$ cat config.mk
export PLATFORM = sky130hd
export DESIGN_NAME = sync_fifo_ctrl
export DESIGN_NICKNAME = d
export VERILOG_FILES = /design/src/hdl/sync_fifo_pkg.sv /design/src/hdl/fifo_write_port.sv /design/src/hdl/fifo_read_port.sv /design/src/hdl/sync_fifo_ctrl.sv
export SDC_FILE = /design/constraint.sdc
export NUM_CORES = 1
export LEC_CHECK = 0
export BUFFER_PORTS_ARGS = -buffer_cell sky130_fd_sc_hd__buf_2
export CAP_MARGIN = 20
export CORE_MARGIN = 2
export CORE_UTILIZATION = 53
export CTS_CLUSTER_DIAMETER = 120
export DETAILED_ROUTE_END_ITERATION = 16
export PLACE_DENSITY = 0.79
export SETUP_SLACK_MARGIN = 0.05
export SLEW_MARGIN = 20
export SYNTH_ARGS = -nofsm -noshare
export SYNTH_HDL_FRONTEND = slang
export SYNTH_HIERARCHICAL = 1
export SYNTH_SLANG_ARGS = --single-unit
$ cat constraint.sdc
create_clock -name pos_clk -period 2.5 [get_ports pos_clk]
set_clock_uncertainty 0.05 [all_clocks]
set_input_delay 0.5 -clock pos_clk [delete_from_list [all_inputs] [get_ports pos_clk]]
set_output_delay 0.5 -clock pos_clk [all_outputs]
set_load 0.01 [all_outputs]
$ cat src/hdl/sync_fifo_pkg.sv
// shared defaults and flag bundles for the sync FIFO controller, used by scoped name
`default_nettype none

package sync_fifo_pkg;

   // --------------------------------------------------
   // default parameter values
   // --------------------------------------------------

   // depth is 2**ADDR_W entries
   parameter int DEF_ADDR_W       = 4;

   // almost full asserts near this occupancy
   parameter int DEF_AFULL_LEVEL  = 12;

   // almost empty asserts at or below this occupancy
   parameter int DEF_AEMPTY_LEVEL = 4;

   // --------------------------------------------------
   // flag bundles
   // --------------------------------------------------

   // write side status, all registered
   typedef struct packed {
      logic full;       // no room, writes refused
      logic afull;      // hysteretic almost full
      logic wack;       // write accepted last cycle
      logic overflow;   // write refused last cycle
   } wr_flags_t;

   // read side status, all registered
   typedef struct packed {
      logic empty;      // nothing stored, reads refused
      logic aempty;     // hysteretic almost empty
      logic dvld;       // read accepted last cycle
      logic underflow;  // read refused last cycle
   } rd_flags_t;

endpackage

`default_nettype wire

$ cat src/hdl/fifo_write_port.sv
// write side of the FIFO controller: write pointer, memory write address and full status
`default_nettype none
`timescale 1ns/1ps

module fifo_write_port #(
   parameter int ADDR_W      = sync_fifo_pkg::DEF_ADDR_W,
   parameter int AFULL_LEVEL = sync_fifo_pkg::DEF_AFULL_LEVEL
) (
   input  wire                       pos_clk,
   input  wire                       aresetn,
   input  wire                       we_i,
   input  wire  [ADDR_W:0]           rptr_i,
   output logic [ADDR_W:0]           wptr_o,
   output sync_fifo_pkg::wr_flags_t  wr_flags_o,
   output logic [ADDR_W:0]           wrcnt_o,
   output logic [ADDR_W-1:0]         memwaddr_o,
   output logic                      memwe_o
);

   // --------------------------------------------------
   // constants
   // --------------------------------------------------

   // pointer carries one extra wrap bit
   localparam int PTR_W = ADDR_W + 1;
   localparam int DEPTH = 2 ** ADDR_W;

   // full once occupancy reaches the depth
   localparam logic [PTR_W-1:0] FULL_THR = PTR_W'(DEPTH);
   // almost full compares one below the level
   localparam logic [PTR_W-1:0] AF_THR = PTR_W'(AFULL_LEVEL - 1);
   // last memory address before wrap
   localparam logic [ADDR_W-1:0] LAST_ADDR = ADDR_W'(DEPTH - 1);

   // --------------------------------------------------
   // state and next-state signals
   // --------------------------------------------------
   logic [PTR_W-1:0]          wptr_q;
   logic [PTR_W-1:0]          wrcnt_q;
   logic [ADDR_W-1:0]         waddr_q;
   sync_fifo_pkg::wr_flags_t  flags_q;

   logic                      we_acc;
   logic [PTR_W-1:0]          wdiff;
   logic                      afull_set;
   logic                      afull_clr;
   logic                      afull_nxt;

   // write only goes through while registered full is low
   assign we_acc = we_i & ~flags_q.full;

   // occupancy after this cycle's accepted write
   // a read in the same cycle is not counted here
   assign wdiff = wptr_q + PTR_W'(we_acc) - rptr_i;

   // --------------------------------------------------
   // almost full hysteresis
   // --------------------------------------------------

   // set needs a live write request, set wins over clear
   assign afull_set = we_i & (wdiff >= AF_THR);
   assign afull_clr = (wdiff <= AF_THR);

   always_comb begin
      if (afull_set) begin
         afull_nxt = 1'b1;
      end else if (afull_clr) begin
         afull_nxt = 1'b0;
      end else begin
         // between the two thresholds, hold
         afull_nxt = flags_q.afull;
      end
   end

   // --------------------------------------------------
   // pointer and memory write address
   // --------------------------------------------------
   always_ff @(posedge pos_clk or negedge aresetn) begin
      if (!aresetn) begin
         wptr_q  <= '0;
         waddr_q <= '0;
      end else if (we_acc) begin
         wptr_q <= wptr_q + PTR_W'(1);
         // wrap at the last entry
         if (waddr_q == LAST_ADDR) begin
            waddr_q <= '0;
         end else begin
            waddr_q <= waddr_q + ADDR_W'(1);
         end
      end
   end

   // --------------------------------------------------
   // status flags and count
   // --------------------------------------------------
   always_ff @(posedge pos_clk or negedge aresetn) begin
      if (!aresetn) begin
         flags_q <= '0;
         wrcnt_q <= '0;
      end else begin
         flags_q.full     <= (wdiff >= FULL_THR);
         flags_q.afull    <= afull_nxt;
         // one cycle pulses
         flags_q.wack     <= we_acc;
         flags_q.overflow <= we_i & flags_q.full;
         wrcnt_q          <= wdiff;
      end
   end

   // outputs
   assign wptr_o     = wptr_q;
   assign wr_flags_o = flags_q;
   assign wrcnt_o    = wrcnt_q;
   assign memwaddr_o = waddr_q;
   // enable is combinational, alongside the registered address
   assign memwe_o    = we_acc;

endmodule

`default_nettype wire

$ cat src/hdl/fifo_read_port.sv
// read side of the FIFO controller: read pointer, memory read address and empty status
`default_nettype none
`timescale 1ns/1ps

module fifo_read_port #(
   parameter int ADDR_W       = sync_fifo_pkg::DEF_ADDR_W,
   parameter int AEMPTY_LEVEL = sync_fifo_pkg::DEF_AEMPTY_LEVEL
) (
   input  wire                       pos_clk,
   input  wire                       aresetn,
   input  wire                       re_i,
   input  wire  [ADDR_W:0]           wptr_i,
   output logic [ADDR_W:0]           rptr_o,
   output sync_fifo_pkg::rd_flags_t  rd_flags_o,
   output logic [ADDR_W:0]           rdcnt_o,
   output logic [ADDR_W-1:0]         memraddr_o,
   output logic                      memre_o
);

   // --------------------------------------------------
   // constants
   // --------------------------------------------------

   // pointer carries one extra wrap bit
   localparam int PTR_W = ADDR_W + 1;
   localparam int DEPTH = 2 ** ADDR_W;

   // almost empty compares at the level itself
   localparam logic [PTR_W-1:0] AE_THR = PTR_W'(AEMPTY_LEVEL);
   // last memory address before wrap
   localparam logic [ADDR_W-1:0] LAST_ADDR = ADDR_W'(DEPTH - 1);

   // --------------------------------------------------
   // state and next-state signals
   // --------------------------------------------------
   logic [PTR_W-1:0]          rptr_q;
   logic [PTR_W-1:0]          rdcnt_q;
   logic [ADDR_W-1:0]         raddr_q;
   sync_fifo_pkg::rd_flags_t  flags_q;

   logic                      re_acc;
   logic [PTR_W-1:0]          rdiff;
   logic                      aempty_set;
   logic                      aempty_clr;
   logic                      aempty_nxt;

   // read only goes through while registered empty is low
   assign re_acc = re_i & ~flags_q.empty;

   // occupancy after this cycle's accepted read
   // a write in the same cycle is not counted here
   assign rdiff = wptr_i - rptr_q - PTR_W'(re_acc);

   // --------------------------------------------------
   // almost empty hysteresis
   // --------------------------------------------------

   // clear only from the set state, clear wins over set
   assign aempty_clr = flags_q.aempty & (rdiff >= AE_THR);
   assign aempty_set = re_i & (rdiff <= AE_THR);

   always_comb begin
      if (aempty_clr) begin
         aempty_nxt = 1'b0;
      end else if (aempty_set) begin
         aempty_nxt = 1'b1;
      end else begin
         // no trigger, hold
         aempty_nxt = flags_q.aempty;
      end
   end

   // --------------------------------------------------
   // pointer and memory read address
   // --------------------------------------------------
   always_ff @(posedge pos_clk or negedge aresetn) begin
      if (!aresetn) begin
         rptr_q  <= '0;
         raddr_q <= '0;
      end else if (re_acc) begin
         rptr_q <= rptr_q + PTR_W'(1);
         // wrap at the last entry
         if (raddr_q == LAST_ADDR) begin
            raddr_q <= '0;
         end else begin
            raddr_q <= raddr_q + ADDR_W'(1);
         end
      end
   end

   // --------------------------------------------------
   // status flags and count
   // --------------------------------------------------
   always_ff @(posedge pos_clk or negedge aresetn) begin
      if (!aresetn) begin
         // starts empty and almost empty
         flags_q.empty     <= 1'b1;
         flags_q.aempty    <= 1'b1;
         flags_q.dvld      <= 1'b0;
         flags_q.underflow <= 1'b0;
         rdcnt_q           <= '0;
      end else begin
         flags_q.empty     <= (rdiff == '0);
         flags_q.aempty    <= aempty_nxt;
         // one cycle pulses
         flags_q.dvld      <= re_acc;
         flags_q.underflow <= re_i & flags_q.empty;
         rdcnt_q           <= rdiff;
      end
   end

   // outputs
   assign rptr_o     = rptr_q;
   assign rd_flags_o = flags_q;
   assign rdcnt_o    = rdcnt_q;
   assign memraddr_o = raddr_q;
   // enable is combinational, alongside the registered address
   assign memre_o    = re_acc;

endmodule

`default_nettype wire

$ cat src/hdl/sync_fifo_ctrl.sv
// top level of the synchronous FIFO controller; drives an external memory, instantiate this
`default_nettype none
`timescale 1ns/1ps

module sync_fifo_ctrl #(
   parameter int ADDR_W       = sync_fifo_pkg::DEF_ADDR_W,
   parameter int AFULL_LEVEL  = sync_fifo_pkg::DEF_AFULL_LEVEL,
   parameter int AEMPTY_LEVEL = sync_fifo_pkg::DEF_AEMPTY_LEVEL
) (
   input  wire                       pos_clk,
   input  wire                       aresetn,
   input  wire                       we_i,
   input  wire                       re_i,
   // bundled status
   output sync_fifo_pkg::wr_flags_t  wr_flags_o,
   output sync_fifo_pkg::rd_flags_t  rd_flags_o,
   // same status as single pins
   output logic                      full_o,
   output logic                      afull_o,
   output logic                      wack_o,
   output logic                      overflow_o,
   output logic                      empty_o,
   output logic                      aempty_o,
   output logic                      dvld_o,
   output logic                      underflow_o,
   // occupancy counts
   output logic [ADDR_W:0]           wrcnt_o,
   output logic [ADDR_W:0]           rdcnt_o,
   // external memory side
   output logic [ADDR_W-1:0]         memwaddr_o,
   output logic                      memwe_o,
   output logic [ADDR_W-1:0]         memraddr_o,
   output logic                      memre_o
);

   // pointers crossing between the two ports
   logic [ADDR_W:0] wptr;
   logic [ADDR_W:0] rptr;

   // --------------------------------------------------
   // port instances
   // --------------------------------------------------
   fifo_write_port #(
      .ADDR_W      (ADDR_W),
      .AFULL_LEVEL (AFULL_LEVEL)
   ) i_fifo_write_port (
      .pos_clk    (pos_clk),
      .aresetn    (aresetn),
      .we_i       (we_i),
      .rptr_i     (rptr),
      .wptr_o     (wptr),
      .wr_flags_o (wr_flags_o),
      .wrcnt_o    (wrcnt_o),
      .memwaddr_o (memwaddr_o),
      .memwe_o    (memwe_o)
   );

   fifo_read_port #(
      .ADDR_W       (ADDR_W),
      .AEMPTY_LEVEL (AEMPTY_LEVEL)
   ) i_fifo_read_port (
      .pos_clk    (pos_clk),
      .aresetn    (aresetn),
      .re_i       (re_i),
      .wptr_i     (wptr),
      .rptr_o     (rptr),
      .rd_flags_o (rd_flags_o),
      .rdcnt_o    (rdcnt_o),
      .memraddr_o (memraddr_o),
      .memre_o    (memre_o)
   );

   // --------------------------------------------------
   // unpack flag bundles to pins
   // --------------------------------------------------
   assign full_o      = wr_flags_o.full;
   assign afull_o     = wr_flags_o.afull;
   assign wack_o      = wr_flags_o.wack;
   assign overflow_o  = wr_flags_o.overflow;
   assign empty_o     = rd_flags_o.empty;
   assign aempty_o    = rd_flags_o.aempty;
   assign dvld_o      = rd_flags_o.dvld;
   assign underflow_o = rd_flags_o.underflow;

endmodule

`default_nettype wire

### Word level (Yosys, flattened, before mapping)

Cells that the tools add are included.

| storage, ports and cells | value |
|---|---|
| register bits after elaboration | 36 |
| bits in latches | 0 |
| memory bits (writable) | 0 |
| memory bits (read-only) | 0 |
| input port bits | 4 |
| output and inout port bits | 36 |
| memories kept | 0 |

| operators by class | value |
|---|---|
| add/sub/neg operators | 8 |
| multiply operators | 0 |
| div/mod/pow operators | 0 |
| $lt $le $gt $ge | 5 |
| equality and inequality tests | 2 |
| shift-type cells | 0 |
| mux-type cells | 6 |
| bitwise gates (word level) | 9 |
| reductions and logical operators | 3 |

Operators with widths:

| cell | number |
|---|---|
| $add A5 B1 Y5 const B | 2 |
| $sub A5 B5 Y5 | 2 |
| $add A4 B1 Y4 const B | 2 |
| $eq A4 B4 Y1 const B | 2 |
| $mux W4 | 2 |
| $and A1 B1 Y1 | 7 |
| $add A5 B1 Y5 | 1 |
| $ge A5 B3 Y1 const B | 1 |
| $ge A5 B4 Y1 const B | 1 |
| $ge A5 B5 Y1 const B | 1 |
| $le A5 B3 Y1 const B | 1 |
| $le A5 B4 Y1 const B | 1 |
| $logic_not A5 Y1 | 1 |
| $sub A5 B1 Y5 | 1 |
| $mux W1 | 4 |
| $reduce_bool A2 Y1 | 2 |
| $not A1 Y1 | 2 |

### Logic depth before layout (Yosys ltp)

| depth | value |
|---|---|
| depth after elaboration | 7 |
| mapped depth | 9 |

### By module

The synthesis kept the hierarchy.

By module, submodules not included:

| module | times used | cells an instance | area each (µm²) |
|---|---|---|---|
| fifo_read_port | 1 | 72 | 853.3 |
| fifo_write_port | 1 | 73 | 845.8 |
| sync_fifo_ctrl | 1 | 8 | 60.1 |

### Worst setup path after synthesis

No wires, ideal clock.

| timing | value |
|---|---|
| path kind | in2reg |
| start point | input port we_i |
| end point | register i_fifo_write_port.flags_q (netlist bit i_fifo_write_port/wr_flags_o[2]) |
| setup time | 121 ps |
| data arrival time | 2059 ps |
| path slack | 270 ps |
| cell stages on the path | 8 |
| path buffers | 1 |
| cells stage by stage | and2b_1 buf_2 ha_1 fa_1 a21o_1 a21oi_1 xnor2_1 o22a_1 |

| between the ends | value |
|---|---|
| longest elaborated chain between the ends | 6 |
| elaborated cells between the ends (all ways) | 8 |
| classes of those cells | add/sub (2); order compare (2); mux (1); bitwise (2); reduce/logical (1) |

RTL lines:

| what | line | RTL |
|---|---|---|
| start, declared | sync_fifo_ctrl.sv:12 | `input wire we_i,` |
| $and A1 B1 Y1 (*) | fifo_write_port.sv:50 | `assign we_acc = we_i & ~flags_q.full;` |
| via memwe_o | sync_fifo_ctrl.sv:31 | `output logic memwe_o,` |
| $add A5 B1 Y5 (*) | fifo_write_port.sv:54 | `assign wdiff = wptr_q + PTR_W'(we_acc) - rptr_i;` |
| $sub A5 B5 Y5 (*) | fifo_write_port.sv:54 |  |
| via i_fifo_write_port.wdiff[4] | fifo_write_port.sv:44 | `logic [PTR_W-1:0] wdiff;` |
| $ge A5 B4 Y1 | fifo_write_port.sv:61 | `assign afull_set = we_i & (wdiff >= AF_THR);` |
| $and A1 B1 Y1 | fifo_write_port.sv:61 |  |
| $mux W1 or $reduce_bool A2 Y1 (tied branches) | n/a |  |
| end, declared | fifo_write_port.sv:41 | `sync_fifo_pkg::wr_flags_t flags_q;` |

The timed path passes the listed nets; every way through them passes the cells marked *.
A chain may end at the register's enable or synchronous reset.

### Final worst setup path

| timing | value |
|---|---|
| start point | register i_fifo_write_port.wptr_q[0], in the netlist i_fifo_write_port/wptr_o[0] |
| end point | register i_fifo_write_port.flags_q (netlist bit i_fifo_write_port/wr_flags_o[2]) |

| between the ends | value |
|---|---|
| longest elaborated chain between the ends | 5 |
| elaborated cells between the ends (all ways) | 7 |
| classes of those cells | add/sub (2); order compare (2); mux (1); bitwise (1); reduce/logical (1) |

RTL lines:

| what | line | RTL |
|---|---|---|
| start, declared | fifo_write_port.sv:38 | `logic [PTR_W-1:0] wptr_q;` |
| start signal, assigned | fifo_write_port.sv:83 | `wptr_q <= wptr_q + PTR_W'(1);` |
| $add A5 B1 Y5 (*) | fifo_write_port.sv:54 |  |
| $sub A5 B5 Y5 (*) | fifo_write_port.sv:54 |  |
| via i_fifo_write_port.wdiff[4] | fifo_write_port.sv:44 |  |
| $ge A5 B4 Y1 | fifo_write_port.sv:61 |  |
| $and A1 B1 Y1 | fifo_write_port.sv:61 |  |
| $mux W1 or $reduce_bool A2 Y1 (tied branches) | n/a |  |

Marks and branches as above.

==> qor.csv <==
metric,value,unit
CP top delay family,adder cells,
max cap viols,0,
Worst Hold Class,in2async,
CP Buf/Inv Count,2,
width of the die,61.6,um
RSZ-0062 raised after global routing,no,
die height,61.6,um
Hold Buf Count CTS,0,
Peak VDD IR,0.980,mV
Syn Nets,176,
clock slew seen by the registers of the worst setup and hold paths,0.10,ns
worst-path fanout max,4,
R2R Path End,i_fifo_write_port/wr_flags_o[2],
GR Util All Layers,0.182,
"Cell Area, Synth",0.00176,mm^2
Final period util,0.915,
Sum Neg Setup Slack,0,ns
distinct cell type count of the synthesized netlist,30,
Layout Nets,214,
Worst Path Arrival,2.47,ns
first-pass GRT wire length,4880,um
Mapped Cells,153,
I/O Buffers,39,
Root Buffer,clkbuf_4,
critical path class,reg2reg,
DRT antenna net count,0,
DR pass1 iterations,4,
initial antenna violation count,0,
total overflow reported by the global router,0,
Final Power,3.22,mW
internal reg-to-reg setup slack,0.21,ns
layout cells sized above 1,0.302,
f_max,437,MHz
vias in the first global route,1123,
min Tclk post-route,2.29,ns
largest net degree at the start of global routing,36,
dpl hpwl,2210,um
Worst Setup End Kind,flop,
routed vias/inst,4.97,
number of diodes,0,
dominant cells by area after synthesis,"dfrtp_1 (47%), ha_1 (11%), xnor2_1 (7.5%), buf_4 (4.3%), fa_1 (3.4%)",
IO Count,40,
CTS sink cnt,35,
hold slack,0.162,ns
busiest grt layer,met2,
drt total wl,2940,um
top cell type's share of synthesized area,0.469,
status,"complete, no violations",
row cnt,20,
met1 Use GR,0.216,
Core ar.,0.00310,mm^2
die area,0.00380,mm^2
initial drt markers,53,
CP startpoint kind,flop,
fillers,255,
dominant cell type by area after synthesis,dfrtp_1,
Num CTS Buffers,5,
met2 usage,0.304,
slowest cell delay on critical path,0.44,ns
post-DR wirelength/cell,12.5,um
Hold Fails Final Rpt,0,
Initial Util,0.567,
Critical-path top delay cell,dfrtp_1,
pwr/cell area,1600,mW/mm^2
CP required,2.68,ns
H-tree levels,2,
Register-to-Register Path Depth,9,
number of synthesized register bits,35,
Resized Gates After CTS,0,
CTS tree,done,
Mapped Avg Cell Area,11.5,um^2
setup violators final,0,
area delta synth->final,14.2,%
DRC errors left,0,
worst path cell trace,"inv_1, ha_1, inv_1, ha_1, fa_1, a21o_1, a21oi_1, xnor2_1, o22a_1",
Critical R2R Launch,i_fifo_write_port/wptr_o[0],
Leakage Power,1.02,nW
Post-CTS Setup Inserts,0,
Final Slew Violations,0,
met3 usage,0.0441,
clk_lat worst skew,0.34,ns
RD Place Congestion,0.787,
yosys warns,6,
clock tree buffer depth,2,
register area share after synthesis,0.499,
routed via count,1172,
pin slew with the least headroom to its limit,0.738,ns
Max-slew headroom,0.508,
[power by group]
part	switching, mW	internal [mW]	leakage [nW]
clock network	0.184	0.105	0.0347
registers	0.216	0.850	0.418
logic	1.01	0.857	0.566
total	1.41	1.81	1.02
[how the worst max path moves through the flow]
stage | slack, ns | end | cells after the start | from
after global routing | 0.08 | i_fifo_write_port/wr_flags_o[2] | 9 | i_fifo_write_port/wptr_o[0]
after floorplan | 0.27 | i_fifo_write_port/wr_flags_o[2] | 8 | we_i
after CTS | 0.20 | i_fifo_write_port/wr_flags_o[2] | 9 | i_fifo_write_port/wptr_o[0]
after global placement | 0.22 | i_fifo_read_port/rd_flags_o[3] | 8 | re_i
final | 0.21 | i_fifo_write_port/wr_flags_o[2] | 9 | i_fifo_write_port/wptr_o[0]
after detailed placement | 0.17 | i_fifo_read_port/rd_flags_o[2] | 8 | re_i
[metal layers]
layer  part of all wire  up-vias
li1                   -      581
met1               0.43      563
met2               0.52       22
met3              0.035        6
met4              0.016        0
met5                  0        -
[logic make-up after synthesis]
kind of cell             synth area share
multiplexers                       0.0128
AO/OA/AOI/OAI                      0.0704
XOR/XNOR                           0.0946
adder cells (fa/ha/maj)             0.148
flip-flops                          0.499
AND/OR/NAND/NOR                    0.0932
buffers and inverters              0.0818
[per-stage QoR]
stage / setup WS, ns / instances / utilization / cell area (um^2)
after floorplan: 0.270 / 153 / - / 1760
after global placement: 0.217 / 228 / 0.630 / 1960
after detailed placement: 0.170 / 228 / 0.630 / 1960
after CTS: 0.199 / 236 / 0.647 / 2010
after global routing: 0.0837 / 236 / 0.647 / 2010
final: 0.212 / 236 / 0.647 / 2010
[cells in the mapped netlist (all sizes together)]
master	count
nand4	6
dfrtp	33
inv	16
o22a	1
dfstp	2
a211oi	1
buf	11
a21oi	6
and2b	1
a31oi	1
o21ai	7
clkbuf	1
nor2	1
fa	3
xor2	4
nand2b	2
a21o	2
o31ai	1
a311oi	1
nor3	3
and3	1
xnor2	15
nand2	10
ha	16
nand3	3
mux2	2
or3	1
and2	2
[cell type report]
type,count,area [um^2],share of cell area
Clock buffer,5,37.5,0.0187
Clock inverter,3,15.0,0.00748
Inverter,16,60.1,0.0299
Multi-Input combinational cell,90,737,0.367
Sequential cell,35,878,0.437
Tap cell,44,55.1,0.0274
Timing Repair Buffer,43,225,0.112
[flip-flops by register name, indices dropped and copies added (netlist names)]
register / cells
i_fifo_read_port/rdcnt_o: 5
i_fifo_read_port/rptr_o: 5
i_fifo_write_port/wptr_o: 5
i_fifo_read_port/memraddr_o: 4
i_fifo_read_port/rd_flags_o: 4
i_fifo_write_port/memwaddr_o: 4
i_fifo_write_port/wr_flags_o: 4
i_fifo_write_port/wrcnt_o: 4
[placed cells by master, fill, tap and decap left out, types with 5 or more instances in the layout]
cell / Yosys / final
o21ai_0: 7 / 7
nand2_1: 10 / 10
xnor2_1: 15 / 15
buf_2: 1 / 39
a21oi_1: 6 / 6
clkbuf_4: 0 / 5
inv_1: 16 / 16
nand4_1: 6 / 6
ha_1: 16 / 16
dfrtp_1: 33 / 33
No activity file was read; power rests on OpenSTA's default activity.
